## src/source/mipsPkg.sv

```systemverilog
/*
 * MIPS32 core definitions
 * opcodes, ALU operations, reset vector and the records carried
 * across each pipeline boundary
 */
`default_nettype none

package mipsPkg;

    localparam logic [31:0] resetVector = 32'hBFC0_0000;

    localparam logic [5:0] opSpecial = 6'h00;   // R-type, funct decides
    localparam logic [5:0] opBeq     = 6'h04;
    localparam logic [5:0] opBne     = 6'h05;
    localparam logic [5:0] opAddiu   = 6'h09;
    localparam logic [5:0] opOri     = 6'h0D;
    localparam logic [5:0] opLui     = 6'h0F;
    localparam logic [5:0] opLw      = 6'h23;
    localparam logic [5:0] opSw      = 6'h2B;

    localparam logic [5:0] fnSll  = 6'h00;
    localparam logic [5:0] fnAddu = 6'h21;
    localparam logic [5:0] fnSubu = 6'h23;
    localparam logic [5:0] fnAnd  = 6'h24;
    localparam logic [5:0] fnOr   = 6'h25;
    localparam logic [5:0] fnSlt  = 6'h2A;

    typedef enum logic [2:0] {
        aluAdd,
        aluSub,
        aluAnd,
        aluOr,
        aluSlt,
        aluSll,
        aluLui
    } aluOpT;

    typedef enum logic {
        wbAlu,
        wbMem
    } wbSelT;

    typedef struct packed {
        aluOpT aluOp;
        logic  aluSrcImm;       // operand B from imm32
        logic  shiftUsesShamt;
        logic  regWrite;
        logic  memRead;
        logic  memWrite;
        logic  isBranch;
        logic  branchOnNe;      // BNE when set, BEQ otherwise
        wbSelT wbSel;
    } ctrlT;

    typedef struct packed {
        logic        valid;
        logic [31:0] pc;
        logic [31:0] instr;
    } ifIdT;

    typedef struct packed {
        logic        valid;
        logic [31:0] pc;
        ctrlT        ctrl;
        logic [4:0]  rs;
        logic [4:0]  rt;
        logic [4:0]  dst;
        logic [31:0] busA;
        logic [31:0] busB;
        logic [31:0] imm32;
        logic [4:0]  shamt;
    } idExT;

    typedef struct packed {
        logic        valid;
        logic [31:0] pc;
        logic        regWrite;
        logic        memRead;
        logic        memWrite;
        logic [4:0]  dst;
        logic [31:0] aluOut;
        logic [31:0] storeData;
    } exMemT;

    typedef struct packed {
        logic        valid;
        logic [31:0] pc;
        logic        regWrite;
        logic [4:0]  dst;
        logic [31:0] result;
    } memWbT;

    // bypass record for a register result
    typedef struct packed {
        logic        regWrite;
        logic [4:0]  dst;
        logic [31:0] value;
    } fwdT;

endpackage

`default_nettype wire

```

## src/source/fetchStage.sv

```systemverilog
/*
 * Fetch stage
 * holds the program counter, picks the next PC and registers the
 * fetched word into IF/ID, with hold on stall and squash on branch
 */
`timescale 1ns/10ps
`default_nettype none

module fetchStage import mipsPkg::*; (
    input  wire logic        clk,
    input  wire logic        reset_i,
    input  wire logic        stall_i,
    input  wire logic        branchTaken_i,
    input  wire logic [31:0] branchTarget_i,
    output      logic [31:0] instAddr_o,
    input  wire logic [31:0] instData_i,
    output      ifIdT        ifId_o
);

    logic [31:0] pcQ;
    logic [31:0] pcNext;
    ifIdT        ifIdQ;

    always_comb begin
        if (branchTaken_i) begin
            pcNext = branchTarget_i;
        end else if (stall_i) begin
            pcNext = pcQ;       // load-use hold
        end else begin
            pcNext = pcQ + 32'd4;
        end
    end

    always_ff @(posedge clk) begin
        if (reset_i) begin
            pcQ <= resetVector;
            ifIdQ.valid <= 1'b0;
        end else begin
            pcQ <= pcNext;
            if (!stall_i) begin
                // word after the delay slot is dropped on a taken branch
                ifIdQ <= '{valid: ~branchTaken_i, pc: pcQ, instr: instData_i};
            end
        end
    end

    assign instAddr_o = pcQ;
    assign ifId_o     = ifIdQ;

endmodule

`default_nettype wire

```

## src/source/regFile.sv

```systemverilog
/*
 * Register file
 * 32 x 32 bits, two read ports, one write port from write-back;
 * a write in the same cycle is seen by the read ports
 */
`timescale 1ns/10ps
`default_nettype none

module regFile import mipsPkg::*; (
    input  wire logic        clk,
    input  wire logic        reset_i,
    input  wire fwdT         wb_i,
    input  wire logic [4:0]  rsAddr_i,
    input  wire logic [4:0]  rtAddr_i,
    output      logic [31:0] rsData_o,
    output      logic [31:0] rtData_o
);

    logic [31:0] regs [32];

    always_ff @(posedge clk) begin
        if (reset_i) begin
            for (int i = 0; i < 32; i++) begin
                regs[i] <= 32'd0;
            end
        end else if (wb_i.regWrite && wb_i.dst != 5'd0) begin
            regs[wb_i.dst] <= wb_i.value;
        end
    end

    // $zero first, then the write-back bypass
    assign rsData_o = (rsAddr_i == 5'd0) ? 32'd0 :
                      (wb_i.regWrite && wb_i.dst == rsAddr_i) ? wb_i.value : regs[rsAddr_i];
    assign rtData_o = (rtAddr_i == 5'd0) ? 32'd0 :
                      (wb_i.regWrite && wb_i.dst == rtAddr_i) ? wb_i.value : regs[rtAddr_i];

endmodule

`default_nettype wire

```

## src/source/decodeStage.sv

```systemverilog
/*
 * Decode stage
 * decodes the instruction into control, extends the immediate,
 * detects load-use hazards and registers ID/EX
 */
`timescale 1ns/10ps
`default_nettype none

module decodeStage import mipsPkg::*; (
    input  wire logic        clk,
    input  wire logic        reset_i,
    input  wire ifIdT        ifId_i,
    output      logic [4:0]  rsAddr_o,
    output      logic [4:0]  rtAddr_o,
    input  wire logic [31:0] rsData_i,
    input  wire logic [31:0] rtData_i,
    input  wire logic        branchTaken_i,
    output      logic        stall_o,
    output      idExT        idEx_o
);

    logic [5:0]  opcode;
    logic [5:0]  funct;
    logic [4:0]  rs;
    logic [4:0]  rt;
    logic [4:0]  rd;
    logic [4:0]  shamt;
    logic [15:0] imm;
    ctrlT        decCtrl;
    logic [4:0]  dst;
    logic        useRs;
    logic        useRt;
    logic        useRd;
    logic        zeroExt;
    logic        loadUse;
    idExT        idExD;
    idExT        idExQ;

    assign opcode = ifId_i.instr[31:26];
    assign rs     = ifId_i.instr[25:21];
    assign rt     = ifId_i.instr[20:16];
    assign rd     = ifId_i.instr[15:11];
    assign shamt  = ifId_i.instr[10:6];
    assign funct  = ifId_i.instr[5:0];
    assign imm    = ifId_i.instr[15:0];

    always_comb begin
        decCtrl = '0;
        decCtrl.aluOp = aluAdd;
        decCtrl.wbSel = wbAlu;
        useRs = 1'b0;
        useRt = 1'b0;
        useRd = 1'b0;
        zeroExt = 1'b0;
        case (opcode)
            opSpecial: begin
                useRs = 1'b1;
                useRt = 1'b1;
                useRd = 1'b1;
                decCtrl.regWrite = 1'b1;
                case (funct)
                    fnAddu: decCtrl.aluOp = aluAdd;
                    fnSubu: decCtrl.aluOp = aluSub;
                    fnAnd:  decCtrl.aluOp = aluAnd;
                    fnOr:   decCtrl.aluOp = aluOr;
                    fnSlt:  decCtrl.aluOp = aluSlt;
                    fnSll: begin
                        decCtrl.aluOp = aluSll;
                        decCtrl.shiftUsesShamt = 1'b1;
                        useRs = 1'b0;       // rs field unused by SLL
                    end
                    default: begin
                        decCtrl.regWrite = 1'b0;   // unknown funct, no-op
                        useRs = 1'b0;
                        useRt = 1'b0;
                    end
                endcase
            end
            opAddiu: begin
                decCtrl.aluSrcImm = 1'b1;
                decCtrl.regWrite = 1'b1;
                useRs = 1'b1;
            end
            opOri: begin
                decCtrl.aluOp = aluOr;
                decCtrl.aluSrcImm = 1'b1;
                decCtrl.regWrite = 1'b1;
                useRs = 1'b1;
                zeroExt = 1'b1;
            end
            opLui: begin
                decCtrl.aluOp = aluLui;
                decCtrl.aluSrcImm = 1'b1;
                decCtrl.regWrite = 1'b1;
            end
            opLw: begin
                decCtrl.aluSrcImm = 1'b1;
                decCtrl.regWrite = 1'b1;
                decCtrl.memRead = 1'b1;
                decCtrl.wbSel = wbMem;
                useRs = 1'b1;
            end
            opSw: begin
                decCtrl.aluSrcImm = 1'b1;
                decCtrl.memWrite = 1'b1;
                useRs = 1'b1;
                useRt = 1'b1;
            end
            opBeq, opBne: begin
                decCtrl.isBranch = 1'b1;
                decCtrl.branchOnNe = (opcode == opBne);
                useRs = 1'b1;
                useRt = 1'b1;
            end
            default: ;     // anything else is a no-op
        endcase
        dst = useRd ? rd : rt;
        if (dst == 5'd0) begin
            decCtrl.regWrite = 1'b0;    // $zero writes are dropped here
        end
    end

    // a branch resolving in execute is never a load
    assign loadUse = idExQ.valid && idExQ.ctrl.memRead && idExQ.dst != 5'd0 &&
                     ((useRs && rs == idExQ.dst) || (useRt && rt == idExQ.dst));
    assign stall_o = ifId_i.valid && loadUse && !branchTaken_i;

    assign idExD = '{
        valid: ifId_i.valid & ~stall_o,     // bubble while stalled
        pc:    ifId_i.pc,
        ctrl:  decCtrl,
        rs:    rs,
        rt:    rt,
        dst:   dst,
        busA:  rsData_i,
        busB:  rtData_i,
        imm32: zeroExt ? {16'd0, imm} : {{16{imm[15]}}, imm},
        shamt: shamt
    };

    always_ff @(posedge clk) begin
        if (reset_i) begin
            idExQ.valid <= 1'b0;
        end else begin
            idExQ <= idExD;
        end
    end

    assign rsAddr_o = rs;
    assign rtAddr_o = rt;
    assign idEx_o   = idExQ;

endmodule

`default_nettype wire

```

## src/source/executeStage.sv

```systemverilog
/*
 * Execute stage
 * operand forwarding from memory and write-back, ALU, branch
 * resolution and the EX/MEM register
 */
`timescale 1ns/10ps
`default_nettype none

module executeStage import mipsPkg::*; (
    input  wire logic        clk,
    input  wire logic        reset_i,
    input  wire idExT        idEx_i,
    input  wire fwdT         wbFwd_i,
    output      logic        branchTaken_o,
    output      logic [31:0] branchTarget_o,
    output      exMemT       exMem_o
);

    fwdT         memFwd;
    logic [31:0] opA;
    logic [31:0] opB;
    logic [31:0] aluB;
    logic [4:0]  shiftAmt;
    logic [31:0] aluOut;
    logic        operandsEqual;
    exMemT       exMemD;
    exMemT       exMemQ;

    // newest producer wins
    function automatic logic [31:0] forwardOp(input logic [4:0]  src,
                                              input logic [31:0] bus,
                                              input fwdT         memRec,
                                              input fwdT         wbRec);
        if (src != 5'd0 && memRec.regWrite && memRec.dst == src) begin
            return memRec.value;
        end else if (src != 5'd0 && wbRec.regWrite && wbRec.dst == src) begin
            return wbRec.value;
        end
        return bus;
    endfunction

    // load results are not ready in memory stage
    assign memFwd = '{
        regWrite: exMemQ.regWrite & ~exMemQ.memRead,
        dst:      exMemQ.dst,
        value:    exMemQ.aluOut
    };

    assign opA = forwardOp(idEx_i.rs, idEx_i.busA, memFwd, wbFwd_i);
    assign opB = forwardOp(idEx_i.rt, idEx_i.busB, memFwd, wbFwd_i);
    assign aluB = idEx_i.ctrl.aluSrcImm ? idEx_i.imm32 : opB;
    assign shiftAmt = idEx_i.ctrl.shiftUsesShamt ? idEx_i.shamt : opA[4:0];

    always_comb begin
        case (idEx_i.ctrl.aluOp)
            aluSub:  aluOut = opA - aluB;
            aluAnd:  aluOut = opA & aluB;
            aluOr:   aluOut = opA | aluB;
            aluSlt:  aluOut = {31'd0, $signed(opA) < $signed(aluB)};
            aluSll:  aluOut = aluB << shiftAmt;
            aluLui:  aluOut = {idEx_i.imm32[15:0], 16'd0};
            default: aluOut = opA + aluB;     // ADDU, ADDIU, address calc
        endcase
    end

    assign operandsEqual = (opA == opB);
    assign branchTaken_o = idEx_i.valid && idEx_i.ctrl.isBranch &&
                           (idEx_i.ctrl.branchOnNe ? !operandsEqual : operandsEqual);
    assign branchTarget_o = idEx_i.pc + 32'd4 + {idEx_i.imm32[29:0], 2'b00};

    assign exMemD = '{
        valid:     idEx_i.valid,
        pc:        idEx_i.pc,
        regWrite:  idEx_i.valid & idEx_i.ctrl.regWrite,
        memRead:   idEx_i.valid & (idEx_i.ctrl.wbSel == wbMem),
        memWrite:  idEx_i.valid & idEx_i.ctrl.memWrite,
        dst:       idEx_i.dst,
        aluOut:    aluOut,
        storeData: opB
    };

    always_ff @(posedge clk) begin
        if (reset_i) begin
            exMemQ.valid <= 1'b0;
            exMemQ.regWrite <= 1'b0;
            exMemQ.memRead <= 1'b0;
            exMemQ.memWrite <= 1'b0;
        end else begin
            exMemQ <= exMemD;
        end
    end

    assign exMem_o = exMemQ;

endmodule

`default_nettype wire

```

## src/source/memWbStage.sv

```systemverilog
/*
 * Memory and write-back stage
 * drives the data memory port, selects load data or ALU result into
 * MEM/WB and presents the write-back as bypass and debug trace
 */
`timescale 1ns/10ps
`default_nettype none

module memWbStage import mipsPkg::*; (
    input  wire logic        clk,
    input  wire logic        reset_i,
    input  wire exMemT       exMem_i,
    output      logic        dataEn_o,
    output      logic [3:0]  dataWen_o,
    output      logic [31:0] dataAddr_o,
    output      logic [31:0] dataWdata_o,
    input  wire logic [31:0] dataRdata_i,
    output      fwdT         wb_o,
    output      logic [31:0] debugWbPc_o,
    output      logic [3:0]  debugWbRfWen_o,
    output      logic [4:0]  debugWbRfWnum_o,
    output      logic [31:0] debugWbRfWdata_o
);

    memWbT memWbQ;
    logic  wbWrite;

    assign dataEn_o    = exMem_i.memRead | exMem_i.memWrite;
    assign dataWen_o   = {4{exMem_i.memWrite}};   // word stores only
    assign dataAddr_o  = exMem_i.aluOut;
    assign dataWdata_o = exMem_i.storeData;

    always_ff @(posedge clk) begin
        if (reset_i) begin
            memWbQ.valid <= 1'b0;
            memWbQ.regWrite <= 1'b0;
        end else begin
            memWbQ.valid <= exMem_i.valid;
            memWbQ.pc <= exMem_i.pc;
            memWbQ.regWrite <= exMem_i.regWrite;
            memWbQ.dst <= exMem_i.dst;
            memWbQ.result <= exMem_i.memRead ? dataRdata_i : exMem_i.aluOut;
        end
    end

    assign wbWrite = memWbQ.valid & memWbQ.regWrite;

    assign wb_o = '{regWrite: wbWrite, dst: memWbQ.dst, value: memWbQ.result};

    assign debugWbPc_o      = memWbQ.pc;
    assign debugWbRfWen_o   = {4{wbWrite}};
    assign debugWbRfWnum_o  = memWbQ.dst;
    assign debugWbRfWdata_o = memWbQ.result;

endmodule

`default_nettype wire

```

## src/source/mipsCore.sv

```systemverilog
/*
 * MIPS32 five-stage pipeline core
 * connects fetch, decode, execute and memory/write-back with the
 * register file, the memory ports and the debug trace
 */
`timescale 1ns/10ps
`default_nettype none

module mipsCore import mipsPkg::*; (
    input  wire logic        clk,
    input  wire logic        reset_i,
    output      logic [31:0] instAddr_o,
    input  wire logic [31:0] instData_i,
    output      logic        dataEn_o,
    output      logic [3:0]  dataWen_o,
    output      logic [31:0] dataAddr_o,
    output      logic [31:0] dataWdata_o,
    input  wire logic [31:0] dataRdata_i,
    output      logic [31:0] debugWbPc_o,
    output      logic [3:0]  debugWbRfWen_o,
    output      logic [4:0]  debugWbRfWnum_o,
    output      logic [31:0] debugWbRfWdata_o
);

    logic        stall;
    logic        branchTaken;
    logic [31:0] branchTarget;
    logic [4:0]  rsAddr;
    logic [4:0]  rtAddr;
    logic [31:0] rsData;
    logic [31:0] rtData;
    ifIdT        ifId;
    idExT        idEx;
    exMemT       exMem;
    fwdT         wbFwd;

    fetchStage uFetch (
        .clk(clk), .reset_i(reset_i), .stall_i(stall),
        .branchTaken_i(branchTaken), .branchTarget_i(branchTarget),
        .instAddr_o(instAddr_o), .instData_i(instData_i), .ifId_o(ifId)
    );

    regFile uRegFile (
        .clk(clk), .reset_i(reset_i), .wb_i(wbFwd),
        .rsAddr_i(rsAddr), .rtAddr_i(rtAddr), .rsData_o(rsData), .rtData_o(rtData)
    );

    decodeStage uDecode (
        .clk(clk), .reset_i(reset_i), .ifId_i(ifId),
        .rsAddr_o(rsAddr), .rtAddr_o(rtAddr), .rsData_i(rsData), .rtData_i(rtData),
        .branchTaken_i(branchTaken), .stall_o(stall), .idEx_o(idEx)
    );

    executeStage uExecute (
        .clk(clk), .reset_i(reset_i), .idEx_i(idEx), .wbFwd_i(wbFwd),
        .branchTaken_o(branchTaken), .branchTarget_o(branchTarget), .exMem_o(exMem)
    );

    memWbStage uMemWb (
        .clk(clk), .reset_i(reset_i), .exMem_i(exMem),
        .dataEn_o(dataEn_o), .dataWen_o(dataWen_o), .dataAddr_o(dataAddr_o),
        .dataWdata_o(dataWdata_o), .dataRdata_i(dataRdata_i), .wb_o(wbFwd),
        .debugWbPc_o(debugWbPc_o), .debugWbRfWen_o(debugWbRfWen_o),
        .debugWbRfWnum_o(debugWbRfWnum_o), .debugWbRfWdata_o(debugWbRfWdata_o)
    );

endmodule

`default_nettype wire

```

## config.mk

```make
export PLATFORM = sky130hd
export DESIGN_NAME = mipsCore
export DESIGN_NICKNAME = d
export VERILOG_FILES = /design/src/source/mipsPkg.sv /design/src/source/fetchStage.sv /design/src/source/regFile.sv /design/src/source/decodeStage.sv /design/src/source/executeStage.sv /design/src/source/memWbStage.sv /design/src/source/mipsCore.sv
export SDC_FILE = /design/constraint.sdc
export NUM_CORES = 2
export LEC_CHECK = 0
export BUFFER_PORTS_ARGS = -buffer_cell sky130_fd_sc_hd__buf_2
export CORE_ASPECT_RATIO = 0.75
export CORE_MARGIN = 5
export CORE_UTILIZATION = 60
export DETAILED_ROUTE_END_ITERATION = 6
export HOLD_SLACK_MARGIN = 0.06
export PLACE_DENSITY = 0.74
export SETUP_SLACK_MARGIN = 0.02
export SYNTH_ARGS = -nofsm -noshare
export SYNTH_HDL_FRONTEND = slang
export SYNTH_SLANG_ARGS = --single-unit
export TNS_END_PERCENT = 100
```

## constraint.sdc

```tcl
create_clock -name clk -period 33.4 [get_ports clk]
set_input_delay 3.34 -clock clk [delete_from_list [all_inputs] [get_ports clk]]
set_output_delay 3.34 -clock clk [all_outputs]
set_load 0.02 [all_outputs]
```

# == Word-level counts from Yosys, hierarchy flattened ==
# Memory sizes are Yosys's and may differ from the RTL's. A register that Yosys moved wholly into a read port is not among the register bits.
# Cells that the tools add are included.
# totals
ramBits,1024
input_bits,66
ff_bits,353
out_inout_bits,174
mem_count,1
word_cells,161
# memory_table
name,depth,width,read_ports,rd_clocked_by_memory_dff,wr,line,source
uRegFile.regs,32,32,2,2,32,regFile.sv:19,logic [31:0] regs [32];
# op_classes
addsub,5
reduce_logical,41
eq_ne,26
muxes,40
n_bitwise,13
shift,1
magnitude_cmp,1
# ops
op,count
32-bit 2-to-1 mux,11
32-bit case mux with 6 select lines,1
32-bit by 3-bit adder with 32-bit output (second input constant),2
32-bit adder,2
6-bit equality test (second input constant),7
32-bit bitwise AND,1
32-bit equality test,1
32-bit < comparator,1
32-bit OR,1
32-bit OR reduction,1
32-bit by 5-bit << shifter with 32-bit output,1
32-bit subtractor,1
5-bit equality test,6
5-bit nonzero test,4
1-bit 2-to-1 mux,19
6-bit by 4-bit equality test with 1-bit output (second input constant),3
1-bit logical AND,18
5-bit zero test,3
5-bit 2-to-1 mux,3
3-bit case mux with 5 select lines,1
6-bit by 3-bit equality test with 1-bit output (second input constant),2
6-bit zero test,2
6-bit OR reduction,2
5-bit OR reduction,2
16 further kinds,32

# == Depth between registers and ports, before layout ==
# logic_depth
ltp_word,14
mapped_depth,24
mapped_depth_nobuf,21

# == Hierarchy ==
# A second synthesis with hierarchy kept.
# unflattened
cells_unflattened,6325
hier_area_um2,81883.5
# by_module_without_submodules
module,n_inst,area_each_um2,cells_per_inst
regFile,1,54722.5,3740
executeStage,1,14244.9,1733
decodeStage,1,5012.3,262
memWbStage,1,4025.1,291
fetchStage,1,3878.7,299

# == Least setup slack after synthesis ==
# No wires, ideal clock.
# synth_timing
path_type,input to register
startpoint,in reset_i
endpoint,mem uRegFile.regs[12][0] (enable)
arrival_time_ps,19748
cell_stages,4
n_path_buf,2
required_time_ps,32373
setup_slack_ps,12625
cell_sequence,clkbuf_1 inv_1 clkbuf_1 o21ai_0
# synth_lines
item,line,source
from (decl),mipsCore.sv:11,"input wire logic reset_i,"
to (decl),regFile.sv:19,

==> results.yml <==
worst_setup_path:
  cp_max_fo: 65
  crit_required_ps: 34010
  worstSetupEndpointType: "register"
  crit_family: "compound AO/OA/AOI/OAI gates"
  critical_path_arrival_ps: 8350
  cpMostUsedCell: "buf_4"
  path_buf_inv: 5
  critPathKind: "register to register"
  start_kind: "register"
  cpPeakStageDelay_ps: 580
  crit_path_top_delay_cell: "or3_2"
  cp_cell_sequence: "nor3_1, and2_2, buf_4, or3_2, buf_4, a31oi_1, mux2i_1, inv_1, ha_1, inv_1, fa_1, nor2b_1, o21ai_0, a21oi_1, o41ai_1, o221ai_1, buf_4, a31oi_1, o21ai_0, o41a_1, a2111oi_0, nor4_1, o2111ai_1"
route:
  wire_per_inst_um: 34.77
  final_antenna_net_count: 0
  vias_per_cell: 7.176
  drt_iter0_drc: 9631
  drc: 0
  drt_first_pass_iters: 7
  vias: 56770
  routed_wl_um: 275100
die:
  dieArea_mm2: 0.1447
  die_w_um: 437.5
  core_region_area_mm2: 0.1360
  start_util_pct: 60.48
  ios: 240
  rows: 117
  die-height_um: 330.7
clock_network:
  cts_setup_buffers: 0
  cts_sinks: 1436
  cts_max_level: 4
  clkTransAtPathRegs_ps: 60
  hold_buffers: 0
  cts_tree: "built"
  clk-insertion-delay-late_ps: 820
  clk_root_buffer_cell: "clkbuf_16"
  cts.repair.resized: 0
  ctsLongestPathBuffers: 3
  cts_buffers: 143
timing:
  setup_viol: 0
  fmax_mhz: 129.2
  finalMaxSlewViolations: 3
  tns_ps: 0
  rsz0062_at_grt: "no"
  tightest_slew_ps: 1527
  skew_ps: 41.88
  finalCriticalPeriod_ps: 7742
  fin_crit_sh_pct: 23.18
  relSlewSlack_pct: -4.411
  hold_viol: 0
cells_and_area:
  fillers: 9688
  drive_above_1_share_pct: 23.32
  mostFrequentLayoutCells: "edfxtp_1 (1396), and2_1 (1037), mux4_2 (588)"
  seq_area_mm2: 0.04272
  multiInputGateArea_mm2: 0.03645
  area_growth_pct: 8.392
  nNetsFinal: 6227
  final_common_cell: "edfxtp_1"
status:
  status: "finished, violations left"
  violations: "capacitance limit, slew limit"
run:
  cap_violations: 1
yosys:
  synth_compound_area_share_pct: 7.882
  synth_xor_area_share_pct: 1.606
  synthSimpleGateAreaFrac_pct: 12.23
  synthMuxAreaShare_pct: 19.42
  synth_fa_ha_area_share_pct: 2.416
  synth_area_per_cell_um2: 13.51
  synth_top_cell_area_share_pct: 50.96
  yosysWarnings: 0
  synth.area.top_cells: "edfxtp_1 (51%), mux4_2 (16%), and2_1 (7.9%)"
  synth-edff-count: 1396
  ys_seq_area_share_pct: 51.94
  synth_top_cell_by_area: "edfxtp_1"
  synth_top_family_by_area: "multiplexers"
  ys_seq_elements: 1436
  synth_cell_types: 102
  synth-async-reset-ratio_pct: 0
  synthCells: 6087
  ys.flop_type: "edfxtp_1"
  synthesis.area_mm2: 0.08226
pwr:
  power_density_mw_per_mm2: 51.04
  power.total_w: 0.004551
  ir_drop_v: 0.00005044
  leakagePower_nw: 32.46
placed_design:
  finalWeightedCongestion: 1.025
  dp_hpwl_um: 184300
  portBuffers: 239
grt:
  antenna_found_initial: 20
  grt_pass1_wl_um: 390700
  grt_overflow_total: 0
  grt_max_degree: 129
  grt_usage_pct: 37.70
  grt_pass1_vias: 53990
hold_path:
  hp-class: "register to register"
cell usage after synthesis, types with 13 or more instances:
| cell type | n |
|---|---|
| inv_1 | 124 |
| mux4_2 | 588 |
| and3_1 | 24 |
| or3_1 | 14 |
| mux2i_1 | 188 |
| clkbuf_1 | 413 |
| a31oi_1 | 45 |
| a21o_1 | 38 |
| a211oi_1 | 89 |
| xnor2_1 | 104 |
| nand2b_1 | 20 |
| nand2_1 | 121 |
| buf_1 | 72 |
| xor2_1 | 45 |
| a221oi_1 | 39 |
| edfxtp_1 | 1396 |
| o31a_1 | 13 |
| o22ai_1 | 50 |
| or2_2 | 16 |
| a21oi_1 | 187 |
| o31ai_1 | 33 |
| o21ai_0 | 132 |
| o211ai_1 | 27 |
| buf_4 | 148 |
| o221ai_1 | 35 |
| nor3_1 | 66 |
| a22oi_1 | 15 |
| a311oi_1 | 13 |
| and2_1 | 1038 |
| nor4_1 | 45 |
| ha_1 | 154 |
| nor2_1 | 230 |
| nor2b_1 | 16 |
| nand3_1 | 74 |
| o21a_1 | 37 |
| dfxtp_1 | 40 |
| nand4_1 | 40 |
| mux2_2 | 73 |
| buf_2 | 41 |
| a221o_1 | 48 |
| o21bai_1 | 26 |
layout make-up:
cell class | count | area share (%)
flip-flops and latches | 1436 | 47.92
multi-input cells | 3871 | 40.88
clock buffers | 177 | 4.287
repair buffers | 424 | 2.944
well taps | 1785 | 2.505
clock inverters | 82 | 0.9009
inverters | 128 | 0.5473
diodes | 8 | 0.02245
per-layer routing:
metal  vias up  routed length [um]  track usage [%]
met3       681               40030            12.00
met2      4388              116600            53.26
met1     28530              105400            54.69
met4        10               12930            15.47
met5         -                  97           0.2304
li1      23150                   -                -
kinds of logic after synthesis:
logic type	count (synthesis)
flip-flops	1436
AO/OA/AOI/OAI	927
XOR/XNOR	150
AND/OR/NAND/NOR	1754
multiplexers	851
buffers and inverters	811
other	1
adder cells (fa/ha/maj)	157
stage by stage:
| stage | hold slack [ps] | instances | cell area [um^2] | utilization (%) | worst slack, ps |
|---|---|---|---|---|---|
| finish | 415.4 | 7911 | 89160 | 65.56 | 25660 |
| global route | 421.0 | 7903 | 89140 | 65.55 | 25460 |
| CTS | 417.6 | 7903 | 89130 | 65.54 | 26070 |
| detailed placement | 404.5 | 7644 | 84500 | 62.14 | 26110 |
| global placement | 400.3 | 7644 | 84500 | 62.14 | 26220 |
| floorplan | 400.3 | 6118 | 82370 | - | 12620 |
sequential cells by signal, indices dropped and copies added (netlist names):
register,count
uDecode.idEx_o,139
uExecute.exMem_o,105
uFetch.ifId_o,65
uFetch.instAddr_o,32
uMemWb.debugWbPc_o,32
uMemWb.debugWbRfWdata_o,32
uMemWb.debugWbRfWnum_o,5
uMemWb.memWbQ,2
uRegFile.regs,1024
where the power goes:
group | internal (W) | leakage, nW | switching (W)
registers | 0.00207 | 14.5 | 0.0000693
clock network | 0.000912 | 2.28 | 0.000722
logic | 0.000284 | 15.7 | 0.000498
total | 0.00326 | 32.5 | 0.00129
worst paths after layout:
check | from | slack, ps | endpoint | cells past startpoint
worst max-delay path | uDecode.idEx_o[106]$_DFFE_PN_ | 25660 | uExecute.exMem_o[62]$_DFFE_PN_ | 23
worst min-delay path | uFetch.ifId_o[7]$_DFFE_PP_ | 420 | uDecode.idEx_o[1]$_DFFE_PN_ | 0
worst max register to register | uDecode.idEx_o[106]$_DFFE_PN_ | 25660 | uExecute.exMem_o[62]$_DFFE_PN_ | 23
worst min register to register | uFetch.ifId_o[7]$_DFFE_PP_ | 420 | uDecode.idEx_o[1]$_DFFE_PN_ | 0
Power figures use the tool's default switching activity.
